==> src/include/afe_dac_defaults.svh <==
`ifndef AFE_DAC_DEFAULTS_SVH
`define AFE_DAC_DEFAULTS_SVH

// command nibble in [27:24], channel address in [23:20], code in [19:4]

`define DAC1_DEF_MODE   32'h0900_0001 // internal reference on
`define DAC1_DEF_LDAC   32'h0600_000F // all channels transparent
`define DAC1_DEF_DCEN   32'h0800_0001 // daisy chain on
`define DAC1_DEF_CHAN_A 32'h0308_0000 // mid scale
`define DAC1_DEF_CHAN_B 32'h0318_0000
`define DAC1_DEF_CHAN_C 32'h0328_0000
`define DAC1_DEF_CHAN_D 32'h0338_0000

`define DAC2_DEF_MODE   32'h0900_0001
`define DAC2_DEF_LDAC   32'h0600_000F
`define DAC2_DEF_DCEN   32'h0800_0001
`define DAC2_DEF_CHAN_A 32'h0304_0000 // quarter scale
`define DAC2_DEF_CHAN_B 32'h0314_0000
`define DAC2_DEF_CHAN_C 32'h0324_0000
`define DAC2_DEF_CHAN_D 32'h0334_0000

`define DAC3_DEF_MODE   32'h0900_0001
`define DAC3_DEF_LDAC   32'h0600_000F
`define DAC3_DEF_DCEN   32'h0800_0001
`define DAC3_DEF_CHAN_A 32'h030C_0000 // three quarter scale
`define DAC3_DEF_CHAN_B 32'h031C_0000
`define DAC3_DEF_CHAN_C 32'h032C_0000
`define DAC3_DEF_CHAN_D 32'h033C_0000

`endif

==> src/rtl/afe_dac_pkg.sv <==
package afe_dac_pkg;

`include "afe_dac_defaults.svh"

    // ========================================
    // sizes
    // ========================================
    localparam int N_CHIPS    = 3;            // chips in the daisy chain
    localparam int N_FIELDS   = 7;            // registers per chip
    localparam int N_STEPS    = 12;           // frames per configuration
    localparam int WORD_W     = 32;           // one chip command word
    localparam int ADDR_W     = 5;
    localparam int CHIP_W     = 2;
    localparam int FLD_W      = 3;
    localparam int STEP_W     = 4;
    localparam int CNT_W      = 2;            // words per frame, 1 to 3
    localparam int BIT_CNT_W  = 7;            // up to 96 bits per frame
    localparam int FRAME_BITS = N_CHIPS * WORD_W;

    localparam logic [ADDR_W-1:0] CTRL_ADDR = 5'd26;

    // field codes, also the field's slot in the address map
    localparam logic [FLD_W-1:0] FLD_MODE   = 3'd0;
    localparam logic [FLD_W-1:0] FLD_LDAC   = 3'd1;
    localparam logic [FLD_W-1:0] FLD_DCEN   = 3'd2;
    localparam logic [FLD_W-1:0] FLD_CHAN_A = 3'd3;
    localparam logic [FLD_W-1:0] FLD_CHAN_B = 3'd4;
    localparam logic [FLD_W-1:0] FLD_CHAN_C = 3'd5;
    localparam logic [FLD_W-1:0] FLD_CHAN_D = 3'd6;

    // ========================================
    // types
    // ========================================
    typedef logic [WORD_W-1:0] dac_word_t;

    typedef struct packed {
        dac_word_t mode;
        dac_word_t ldac;
        dac_word_t dcen;
        dac_word_t chan_a;
        dac_word_t chan_b;
        dac_word_t chan_c;
        dac_word_t chan_d;
    } chip_regs_t;

    typedef struct packed {
        logic              sel;
        logic              sync;
        logic              wr_en;
        logic [ADDR_W-1:0] addr;
        dac_word_t         data;
    } bus_wr_t;

    typedef struct packed {
        logic              valid;
        logic [CHIP_W-1:0] chip;
        logic [FLD_W-1:0]  field;
        dac_word_t         data;
    } reg_wr_t;

    typedef struct packed {
        logic [CNT_W-1:0]          nwords;
        dac_word_t [N_CHIPS-1:0]   words;  // words[i] goes to chip i
    } frame_t;

    // ========================================
    // configuration sequence
    // ========================================
    // ldac/dcen repeated so the chain is opened one chip at a time
    localparam logic [FLD_W-1:0] FRAME_ORDER [N_STEPS] = '{
        FLD_LDAC, FLD_DCEN, FLD_LDAC, FLD_DCEN, FLD_LDAC, FLD_DCEN,
        FLD_MODE, FLD_CHAN_A, FLD_CHAN_B, FLD_CHAN_C, FLD_CHAN_D, FLD_MODE
    };

    localparam logic [CNT_W-1:0] FRAME_WORDS [N_STEPS] = '{
        2'd1, 2'd1, 2'd2, 2'd2, 2'd3, 2'd3,
        2'd3, 2'd3, 2'd3, 2'd3, 2'd3, 2'd3
    };

    // [chip][field]
    localparam dac_word_t DEF_WORD [N_CHIPS][N_FIELDS] = '{
        '{`DAC1_DEF_MODE, `DAC1_DEF_LDAC, `DAC1_DEF_DCEN, `DAC1_DEF_CHAN_A,
          `DAC1_DEF_CHAN_B, `DAC1_DEF_CHAN_C, `DAC1_DEF_CHAN_D},
        '{`DAC2_DEF_MODE, `DAC2_DEF_LDAC, `DAC2_DEF_DCEN, `DAC2_DEF_CHAN_A,
          `DAC2_DEF_CHAN_B, `DAC2_DEF_CHAN_C, `DAC2_DEF_CHAN_D},
        '{`DAC3_DEF_MODE, `DAC3_DEF_LDAC, `DAC3_DEF_DCEN, `DAC3_DEF_CHAN_A,
          `DAC3_DEF_CHAN_B, `DAC3_DEF_CHAN_C, `DAC3_DEF_CHAN_D}
    };

    localparam dac_word_t CTRL_DEFAULT = 32'h0000_0001;

endpackage

==> src/rtl/afe_dac_bus_decode.sv <==
`timescale 1ns/1ps

module afe_dac_bus_decode (
    input  logic                 clk10,
    input  logic                 resetS,
    input  afe_dac_pkg::bus_wr_t bus,
    output afe_dac_pkg::reg_wr_t reg_wr,
    output logic                 cfg_trigger_level
);
    import afe_dac_pkg::*;

    logic              wr_hit;
    logic              data_hit;
    logic              ctrl_hit;
    logic              wr_valid;
    logic [CHIP_W-1:0] wr_chip;
    logic [FLD_W-1:0]  wr_field;
    dac_word_t         wr_data;

    assign wr_hit   = bus.sel & bus.sync & bus.wr_en;
    assign data_hit = wr_hit && (bus.addr < ADDR_W'(N_CHIPS * N_FIELDS)); // 0..20 only
    assign ctrl_hit = wr_hit && (bus.addr == CTRL_ADDR);

    always_ff @(posedge clk10) begin
        if (resetS) begin
            wr_valid          <= 1'b0;
            cfg_trigger_level <= CTRL_DEFAULT[0]; // brings up the default sequence
        end else begin
            wr_valid <= data_hit;
            if (ctrl_hit) begin
                cfg_trigger_level <= bus.data[0]; // only bit 0 is stored
            end
        end
    end

    // address = 3 * field + chip
    always_ff @(posedge clk10) begin
        if (data_hit) begin
            wr_chip  <= CHIP_W'(bus.addr % ADDR_W'(N_CHIPS));
            wr_field <= FLD_W'(bus.addr / ADDR_W'(N_CHIPS));
            wr_data  <= bus.data;
        end
    end

    assign reg_wr = '{valid: wr_valid, chip: wr_chip, field: wr_field, data: wr_data};

endmodule

==> src/rtl/afe_dac_chip_regs.sv <==
`timescale 1ns/1ps

module afe_dac_chip_regs #(
    parameter int CHIP = 0
) (
    input  logic                    clk10,
    input  logic                    resetS,
    input  afe_dac_pkg::reg_wr_t    reg_wr,
    output afe_dac_pkg::chip_regs_t regs
);
    import afe_dac_pkg::*;

    logic my_write;

    assign my_write = reg_wr.valid && (reg_wr.chip == CHIP_W'(CHIP));

    always_ff @(posedge clk10) begin
        if (resetS) begin
            // power-up values for this chip
            regs.mode   <= DEF_WORD[CHIP][FLD_MODE];
            regs.ldac   <= DEF_WORD[CHIP][FLD_LDAC];
            regs.dcen   <= DEF_WORD[CHIP][FLD_DCEN];
            regs.chan_a <= DEF_WORD[CHIP][FLD_CHAN_A];
            regs.chan_b <= DEF_WORD[CHIP][FLD_CHAN_B];
            regs.chan_c <= DEF_WORD[CHIP][FLD_CHAN_C];
            regs.chan_d <= DEF_WORD[CHIP][FLD_CHAN_D];
        end else if (my_write) begin
            case (reg_wr.field)
                FLD_MODE:   regs.mode   <= reg_wr.data;
                FLD_LDAC:   regs.ldac   <= reg_wr.data;
                FLD_DCEN:   regs.dcen   <= reg_wr.data;
                FLD_CHAN_A: regs.chan_a <= reg_wr.data;
                FLD_CHAN_B: regs.chan_b <= reg_wr.data;
                FLD_CHAN_C: regs.chan_c <= reg_wr.data;
                FLD_CHAN_D: regs.chan_d <= reg_wr.data;
                default: begin
                    // code 7 never decoded
                end
            endcase
        end
    end

endmodule

==> src/rtl/afe_dac_frame_seq.sv <==
`timescale 1ns/1ps

module afe_dac_frame_seq (
    input  logic                    clk10,
    input  logic                    resetS,
    input  logic                    cfg_trigger_level,
    input  afe_dac_pkg::chip_regs_t chip_regs [afe_dac_pkg::N_CHIPS],
    input  logic                    shift_busy,
    output logic                    frame_start,
    output afe_dac_pkg::frame_t     frame,
    output logic                    config_busy
);
    import afe_dac_pkg::*;

    typedef enum logic [1:0] {
        S_IDLE,
        S_RUN,      // waiting for a free shifter
        S_WAIT_HI,  // frame handed over, wait for busy
        S_WAIT_LO   // frame on the wire
    } state_t;

    state_t            state;
    logic [STEP_W-1:0] step;
    logic              trig_d;
    logic              trig_rise;
    logic              issue;
    frame_t            next_frame;

    function automatic dac_word_t pick_field(chip_regs_t r, logic [FLD_W-1:0] f);
        dac_word_t w;
        case (f)
            FLD_MODE:   w = r.mode;
            FLD_LDAC:   w = r.ldac;
            FLD_DCEN:   w = r.dcen;
            FLD_CHAN_A: w = r.chan_a;
            FLD_CHAN_B: w = r.chan_b;
            FLD_CHAN_C: w = r.chan_c;
            FLD_CHAN_D: w = r.chan_d;
            default:    w = '0;
        endcase
        return w;
    endfunction

    assign trig_rise = cfg_trigger_level & ~trig_d;
    assign issue     = (state == S_RUN) && !shift_busy;

    // same field from every chip, word i for chip i
    always_comb begin
        next_frame.nwords = FRAME_WORDS[step];
        for (int c = 0; c < N_CHIPS; c++) begin
            next_frame.words[c] = pick_field(chip_regs[c], FRAME_ORDER[step]);
        end
    end

    // ========================================
    // sequence control
    // ========================================
    always_ff @(posedge clk10) begin
        if (resetS) begin
            state       <= S_IDLE;
            step        <= '0;
            trig_d      <= 1'b0; // level of 1 after reset counts as an edge
            frame_start <= 1'b0;
            config_busy <= 1'b0;
        end else begin
            trig_d      <= cfg_trigger_level;
            frame_start <= 1'b0;
            case (state)
                S_IDLE: begin
                    if (trig_rise) begin
                        step        <= '0;
                        config_busy <= 1'b1;
                        state       <= S_RUN;
                    end
                end
                S_RUN: begin
                    if (issue) begin
                        frame_start <= 1'b1;
                        state       <= S_WAIT_HI;
                    end
                end
                S_WAIT_HI: begin
                    if (shift_busy) begin
                        state <= S_WAIT_LO;
                    end
                end
                S_WAIT_LO: begin
                    if (!shift_busy) begin
                        if (step == STEP_W'(N_STEPS - 1)) begin
                            config_busy <= 1'b0;
                            state       <= S_IDLE;
                        end else begin
                            step  <= step + 1'b1;
                            state <= S_RUN;
                        end
                    end
                end
                default: state <= S_IDLE;
            endcase
        end
    end

    always_ff @(posedge clk10) begin
        if (issue) begin
            frame <= next_frame; // held stable for the shifter capture
        end
    end

endmodule

==> src/rtl/afe_dac_shifter.sv <==
`timescale 1ns/1ps

module afe_dac_shifter (
    input  logic                clk10,
    input  logic                resetS,
    input  logic                frame_start,
    input  afe_dac_pkg::frame_t frame,
    output logic                shift_busy,
    output logic                sdi,
    output logic                sync_n
);
    import afe_dac_pkg::*;

    typedef enum logic [1:0] {
        SH_IDLE,
        SH_LOAD,   // frame captured, sync_n falls next
        SH_SHIFT,
        SH_DONE    // sync_n back high for one cycle
    } sh_state_t;

    sh_state_t              state;
    logic [BIT_CNT_W-1:0]   bits_left;
    logic [FRAME_BITS-1:0]  sreg;
    logic [FRAME_BITS-1:0]  load_bits;
    logic                   capture;

    assign capture = (state == SH_IDLE) && frame_start;

    // left align so the highest used word leaves first
    always_comb begin
        case (frame.nwords)
            2'd1:    load_bits = {frame.words[0], {(2 * WORD_W){1'b0}}};
            2'd2:    load_bits = {frame.words[1], frame.words[0], {WORD_W{1'b0}}};
            default: load_bits = frame.words;
        endcase
    end

    always_ff @(posedge clk10) begin
        if (resetS) begin
            state      <= SH_IDLE;
            bits_left  <= '0;
            shift_busy <= 1'b0;
            sync_n     <= 1'b1;
        end else begin
            case (state)
                SH_IDLE: begin
                    if (frame_start) begin
                        bits_left  <= BIT_CNT_W'(frame.nwords) * BIT_CNT_W'(WORD_W);
                        shift_busy <= 1'b1;
                        state      <= SH_LOAD;
                    end
                end
                SH_LOAD: begin
                    sync_n <= 1'b0;
                    state  <= SH_SHIFT;
                end
                SH_SHIFT: begin
                    bits_left <= bits_left - 1'b1;
                    if (bits_left == BIT_CNT_W'(1)) begin
                        sync_n <= 1'b1; // exactly 32*k cycles low
                        state  <= SH_DONE;
                    end
                end
                SH_DONE: begin
                    shift_busy <= 1'b0;
                    state      <= SH_IDLE;
                end
                default: state <= SH_IDLE;
            endcase
        end
    end

    always_ff @(posedge clk10) begin
        if (capture) begin
            sreg <= load_bits;
        end else if (state == SH_SHIFT) begin
            sreg <= {sreg[FRAME_BITS-2:0], 1'b0};
        end
    end

    assign sdi = sreg[FRAME_BITS-1]; // changes on rising edge, dac samples on falling

endmodule

==> src/rtl/afe_dac_intf.sv <==
`timescale 1ns/1ps

module afe_dac_intf (
    input  logic                           clk10,
    input  logic                           resetS,
    input  logic                           io_sel,
    input  logic                           io_sync,
    input  logic                           io_wr_en,
    input  logic [afe_dac_pkg::ADDR_W-1:0] io_addr,
    input  afe_dac_pkg::dac_word_t         io_wr_data,
    output logic                           sclk,
    output logic                           sdi,
    output logic                           sync_n,
    output logic                           config_busy
);
    import afe_dac_pkg::*;

    bus_wr_t    bus;
    reg_wr_t    reg_wr;
    logic       cfg_trigger_level;
    chip_regs_t chip_regs [N_CHIPS];
    logic       frame_start;
    frame_t     frame;
    logic       shift_busy;

    assign sclk = clk10; // serial clock runs continuously

    assign bus = '{sel: io_sel, sync: io_sync, wr_en: io_wr_en,
                   addr: io_addr, data: io_wr_data};

    afe_dac_bus_decode i_bus_decode (
        .clk10             (clk10),
        .resetS            (resetS),
        .bus               (bus),
        .reg_wr            (reg_wr),
        .cfg_trigger_level (cfg_trigger_level)
    );

    // ========================================
    // one register bank per chip
    // ========================================
    for (genvar c = 0; c < N_CHIPS; c++) begin : g_chip
        afe_dac_chip_regs #(
            .CHIP (c)
        ) i_chip_regs (
            .clk10  (clk10),
            .resetS (resetS),
            .reg_wr (reg_wr),
            .regs   (chip_regs[c])
        );
    end

    afe_dac_frame_seq i_frame_seq (
        .clk10             (clk10),
        .resetS            (resetS),
        .cfg_trigger_level (cfg_trigger_level),
        .chip_regs         (chip_regs),
        .shift_busy        (shift_busy),
        .frame_start       (frame_start),
        .frame             (frame),
        .config_busy       (config_busy)
    );

    afe_dac_shifter i_shifter (
        .clk10       (clk10),
        .resetS      (resetS),
        .frame_start (frame_start),
        .frame       (frame),
        .shift_busy  (shift_busy),
        .sdi         (sdi),
        .sync_n      (sync_n)
    );

endmodule

==> config.mk <==
export PLATFORM = sky130hd
export DESIGN_NAME = afe_dac_intf
export DESIGN_NICKNAME = d
export VERILOG_FILES = /design/src/rtl/afe_dac_pkg.sv /design/src/rtl/afe_dac_bus_decode.sv /design/src/rtl/afe_dac_chip_regs.sv /design/src/rtl/afe_dac_frame_seq.sv /design/src/rtl/afe_dac_shifter.sv /design/src/rtl/afe_dac_intf.sv
export VERILOG_INCLUDE_DIRS = /design/src /design/src/include
export SDC_FILE = /design/constraint.sdc
export NUM_CORES = 2
export LEC_CHECK = 0
export ABC_AREA = 1
export BUFFER_PORTS_ARGS = -buffer_cell sky130_fd_sc_hd__buf_2
export CORE_MARGIN = 2
export CORE_UTILIZATION = 40
export CTS_BUF_LIST = sky130_fd_sc_hd__clkbuf_4 sky130_fd_sc_hd__clkbuf_8 sky130_fd_sc_hd__clkbuf_16
export CTS_CLUSTER_SIZE = 10
export DETAILED_ROUTE_END_ITERATION = 8
export MAX_ROUTING_LAYER = met4
export SLEW_MARGIN = 0
export SYNTH_ARGS = -nofsm -noshare
export SYNTH_HDL_FRONTEND = slang
export SYNTH_HIERARCHICAL = 1
export SYNTH_SLANG_ARGS = --single-unit
==> constraint.sdc <==
create_clock -name clk10 -period 11.19 [get_ports clk10]
set_input_delay 2.238 -clock clk10 [delete_from_list [all_inputs] [get_ports clk10]]
set_output_delay 2.238 -clock clk10 [all_outputs]
set_load 0.01 [all_outputs]
# Yosys cells after proc, flatten, opt, wreduce, memory -nomap -nowiden
# Memory sizes are Yosys's and may differ from the RTL's. A register that Yosys moved wholly into a read port is not among the register bits.
# Index checks and enable logic that the tools add are counted.
[totals] input_bits=42 reg_bits=923 rom_bits=80 mem_count=2 word_cells=165 output_inout_bits=4
[mem_list] memory="(name not given)" depth=16 width=3 rd=1 rd_ports_with_merged_regs=0 wr=0 line="afe_dac_frame_seq.sv:51" source="next_frame.words[c] = pick_field(chip_regs[c], FRAME_ORDER[step]);"
[mem_list] memory="(name not given)" depth=16 width=2 rd=1 rd_ports_with_merged_regs=1 wr=0 line="afe_dac_frame_seq.sv:49" source="next_frame.nwords = FRAME_WORDS[step];"
[op_classes] bitwise_logic=6 div=2 add_sub_neg=2 n_reduce_logical=47 eq_ne=33 n_lt_le_gt_ge=2 n_mux=32
[op_table] operator="$pmux W32 S7" n=3
[op_table] operator="$mux W96" n=2
[op_table] operator="$pmux W96 S2" n=1
[op_table] operator="$reduce_and A2 Y1" n=25
[op_table] operator="$eq A3 B3 Y1 const B" n=6
[op_table] operator="$pmux W2 S4" n=2
[op_table] operator="$pmux W7 S2" n=1
[op_table] operator="$eq A2 B2 Y1 const B" n=6
[op_table] operator="$eq A3 B2 Y1 const B" n=4
[op_table] operator="$mux W2" n=6
[op_table] operator="$mux W4" n=3
[op_table] operator="$reduce_and A4 Y1" n=3
[op_table] operator="$ne A2 B1 Y1 const B" n=5
[op_table] operator="$reduce_bool A2 Y1" n=5
[op_table] operator="$eq A2 B1 Y1 const B" n=4
[op_table] operator="$pmux W4 S2" n=1
[op_table] operator="$eq A7 B1 Y1 const B" n=1
[op_table] operator="$logic_and A1 B1 Y1" n=7
[op_table] operator="$mux W1" n=7
[op_table] operator="$mux W7" n=1
[op_table] operator="$sub A7 B1 Y7 const B" n=1
[op_table] operator="$eq A3 B1 Y1 const B" n=2
[op_table] operator="$logic_not A2 Y1" n=3
[op_table] operator="$logic_not A3 Y1" n=2
[op_table] operator="other kinds (15)" n=23

# Depth between registers and ports, before layout
[logic_depth] word_depth=6 mapped_depth=15 ltp_nobuf=15

# By module
# Netlist, hierarchy kept.
[by_module_without_submodules] mod="afe_dac_frame_seq" n_inst=1 area_each_um2=10636.5 cells_each=1924
[by_module_without_submodules] mod="afe_dac_chip_regs at g_chip[1].i_chip_regs" n_inst=1 area_each_um2=8772.2 cells_each=1251
[by_module_without_submodules] mod="afe_dac_chip_regs at g_chip[2].i_chip_regs" n_inst=1 area_each_um2=8725.9 cells_each=1245
[by_module_without_submodules] mod="afe_dac_chip_regs at g_chip[0].i_chip_regs" n_inst=1 area_each_um2=8582.0 cells_each=1239
[by_module_without_submodules] mod="afe_dac_shifter" n_inst=1 area_each_um2=5497.8 cells_each=583
[by_module_without_submodules] mod="afe_dac_bus_decode" n_inst=1 area_each_um2=1455.1 cells_each=94
[by_module_without_submodules] mod="afe_dac_intf" n_inst=1 area_each_um2=7.5 cells_each=1

==> flow_metrics.py <==
metrics = {
    "outcome": {
        "outcome": "complete, no violations",
    },
    "cts": {
        "clk_latency_ps": 820,
        "cts_hold_buf": 0,
        "ctsResizeCount": 0,
        "cts_tree": "yes",
        "path_clk_slew_ps": 50,
        "cts_setup_buffers": 0,
    },
    "sta": {
        "final-setup-viol-count": 0,
        "hold_violations": 0,
        "maxSlewViolCount": 0,
        "setup_tns_ps": 0,
        "fin_worst_skew_ps": 23.34,
        "worstMarginPinSlew_ps": 1246,
        "slew_headroom_pct": 16.71,
        "rsz0062_at_grt": "false",
    },
    "setup_path": {
        "r2r_start": "i_frame_seq/step[0]",
        "cp_data_arrival_time_ps": 5970,
        "r2r-end": "i_frame_seq/frame[13]",
        "endpoint_kind": "output port",
        "worst-r2r-setup-slack_ps": 6960,
        "worstSetupStartpointType": "clock port",
        "worst-setup-path-type": "clock port to output port",
        "reg2regPathDepth": 11,
        "crit_fanout": 2,
        "worstPathRequired_ps": 8950,
    },
    "routing": {
        "viasPerCell": 5.090,
        "wirelength_mm": 143.2,
        "initialDrtViolationCount": 3944,
        "routedWlPerCell_um": 18.71,
        "first_pass_iters": 6,
        "drc": 0,
        "detail-route-antenna-nets": 0,
        "vias": 38956,
    },
    "final_layout": {
        "area_growth_pct": 9.193,
        "layout-drive-gt1-share_pct": 6.268,
        "final_common_cell": "nor2_1",
        "final_cell_mix": "nor2_1 (1994), nand2_1 (1211), nand3_1 (842)",
        "fin_area_um2": 47690,
        "final_nets": 6239,
        "fillCellCount": 11146,
    },
    "logic_synthesis": {
        "synth.yosys.seq_area_share_pct": 47.69,
        "synth_area_um2": 43680,
        "ys_types": 40,
        "syn-num-nets": 6397,
        "synth_top_area_share_pct": 31.81,
        "synth_area_leaders": "dfxtp_1 (32%), nor2_1 (17%), edfxtp_1 (16%)",
        "yosysWarnings": 6,
        "yosysTopAreaCell": "dfxtp_1",
        "postSynthAreaPerCell_um2": 6.892,
        "synthCells": 6337,
        "yosys_register_bits": 925,
    },
    "floorplan": {
        "coreArea_um2": 108600,
        "row_count": 121,
        "ios": 46,
        "die_area_um2": 111900,
        "dieHeight_um": 334.4,
        "die_w_um": 334.4,
        "start_util_pct": 40.24,
    },
    "place": {
        "dp.final_hpwl_mm": 80.33,
        "port-buffer-count": 45,
        "gp_congestion": 0.8384,
        "post_dp_cell_area_um2": 44430,
    },
    "global_route": {
        "grt_max_degree": 205,
        "gr-usage-all-layers_pct": 25.78,
        "grt_first_pass_wirelength_mm": 215.0,
        "gr-total-overflow": 0,
        "grt_pass1_vias": 34704,
        "antenna_found_initial": 9,
    },
    "power_and_ir_drop": {
        "p_per_area_nw_per_um2": 189.6,
        "power.leakage_nw": 19.20,
        "finalPower_w": 0.009041,
        "ir_worst_vdd_mv": 0.1638,
    },
    "worst_hold_path": {
        "hold-path-endpoint": "g_chip[2].i_chip_regs/regs[18]",
        "min_from": "g_chip[2].i_chip_regs/regs[18]",
        "hp-class": "flip-flop to flip-flop",
        "min_path_cells": 2,
    },
    "flow_run": {
        "max_cap_violations": 0,
    },
}
[layer usage]
metal | vias to the layer above | track usage (%) | routed length (µm)
met1 | 18129 | 35.28 | 63460
met5 | - | - | 0
li1 | 19251 | - | -
met2 | 1363 | 39.56 | 64210
met3 | 213 | 3.649 | 11520
met4 | 0 | 7.715 | 4017
[synth_stat cells (all sizes together)]
library cell and count:
nand2 1225, inv 649, a211oi 1, or2 3, nand4 41, o21ai 76
clkbuf 87, edfxtp 231, buf 295, a21oi 53, nand3 852, ha 18
a21o 1, a21boi 1, a22oi 31, nor3 5, nor3b 1, a31oi 34
xor2 2, o21bai 3, dfxtp 694, nor2 2034
[critical path: stages]
cell,delay (ps)
clkbuf_16,120
clkbuf_16,120
buf_2,130
[flip-flops by register name, summed over array words and instances (netlist names), 3 cells and up]
register / count
i_bus_decode/wr_data: 32
i_bus_decode/wr_field: 3
i_frame_seq/step: 4
i_frame_seq/frame: 98
i_shifter/sreg: 96
g_chip.i_chip_regs/regs: 672
i_shifter/bits_left: 7
[metrics by stage]
stage / util, % / setup slack (ps) / std cells / hold slack [ps]
5_1_grt: 43.94 / 2976 / 7653 / 470.9
4_1_cts: 43.93 / 2982 / 7652 / 456.9
2_1_floorplan: - / 3238 / 6337 / 416.3
3_5_place_dp: 40.93 / 3242 / 7483 / 442.5
3_3_place_gp: 40.93 / 3242 / 7483 / 437.6
6_report: 43.94 / 2985 / 7653 / 454.3
[final cells by class]
class	instances	area, µm²	area share [%]
Tap cell	1414	1769	3.710
Timing Repair Buffer	113	763.2	1.600
Clock buffer	164	3187	6.682
Multi-Input combinational cell	4381	18610	39.01
Antenna cell	1	2.502	0.005247
Inverter	649	2455	5.147
Clock inverter	6	78.83	0.1653
Sequential cell	925	20830	43.68
[logic make-up after synthesis]
kind of cell	Yosys count	share of synthesized area, %
xor gates and xnor gates	2	0.04011
AOI/OAI and AO/OA	200	2.653
and+or+nand+nor	4161	39.02
buffers and inverters	1031	10.08
DFF	925	47.69
adders and majority gates	18	0.5157
[power breakdown]
group	switching [W]	total, W	internal (W)
logic	0.00135	0.00172	0.000370
clock network	0.00138	0.00333	0.00194
registers	0.000180	0.00399	0.00382
total	0.00291	0.00904	0.00613
[how the worst max path moves through the flow]
stage / cells after the start / to / startpoint
6_report: 3 / sclk / clk10
3_3_place_gp: 1 / sclk / clk10
3_5_place_dp: 1 / sclk / clk10
5_1_grt: 3 / sclk / clk10
4_1_cts: 3 / sclk / clk10
2_1_floorplan: 1 / sclk / clk10
Note: power is estimated with default switching activity, not from simulation.
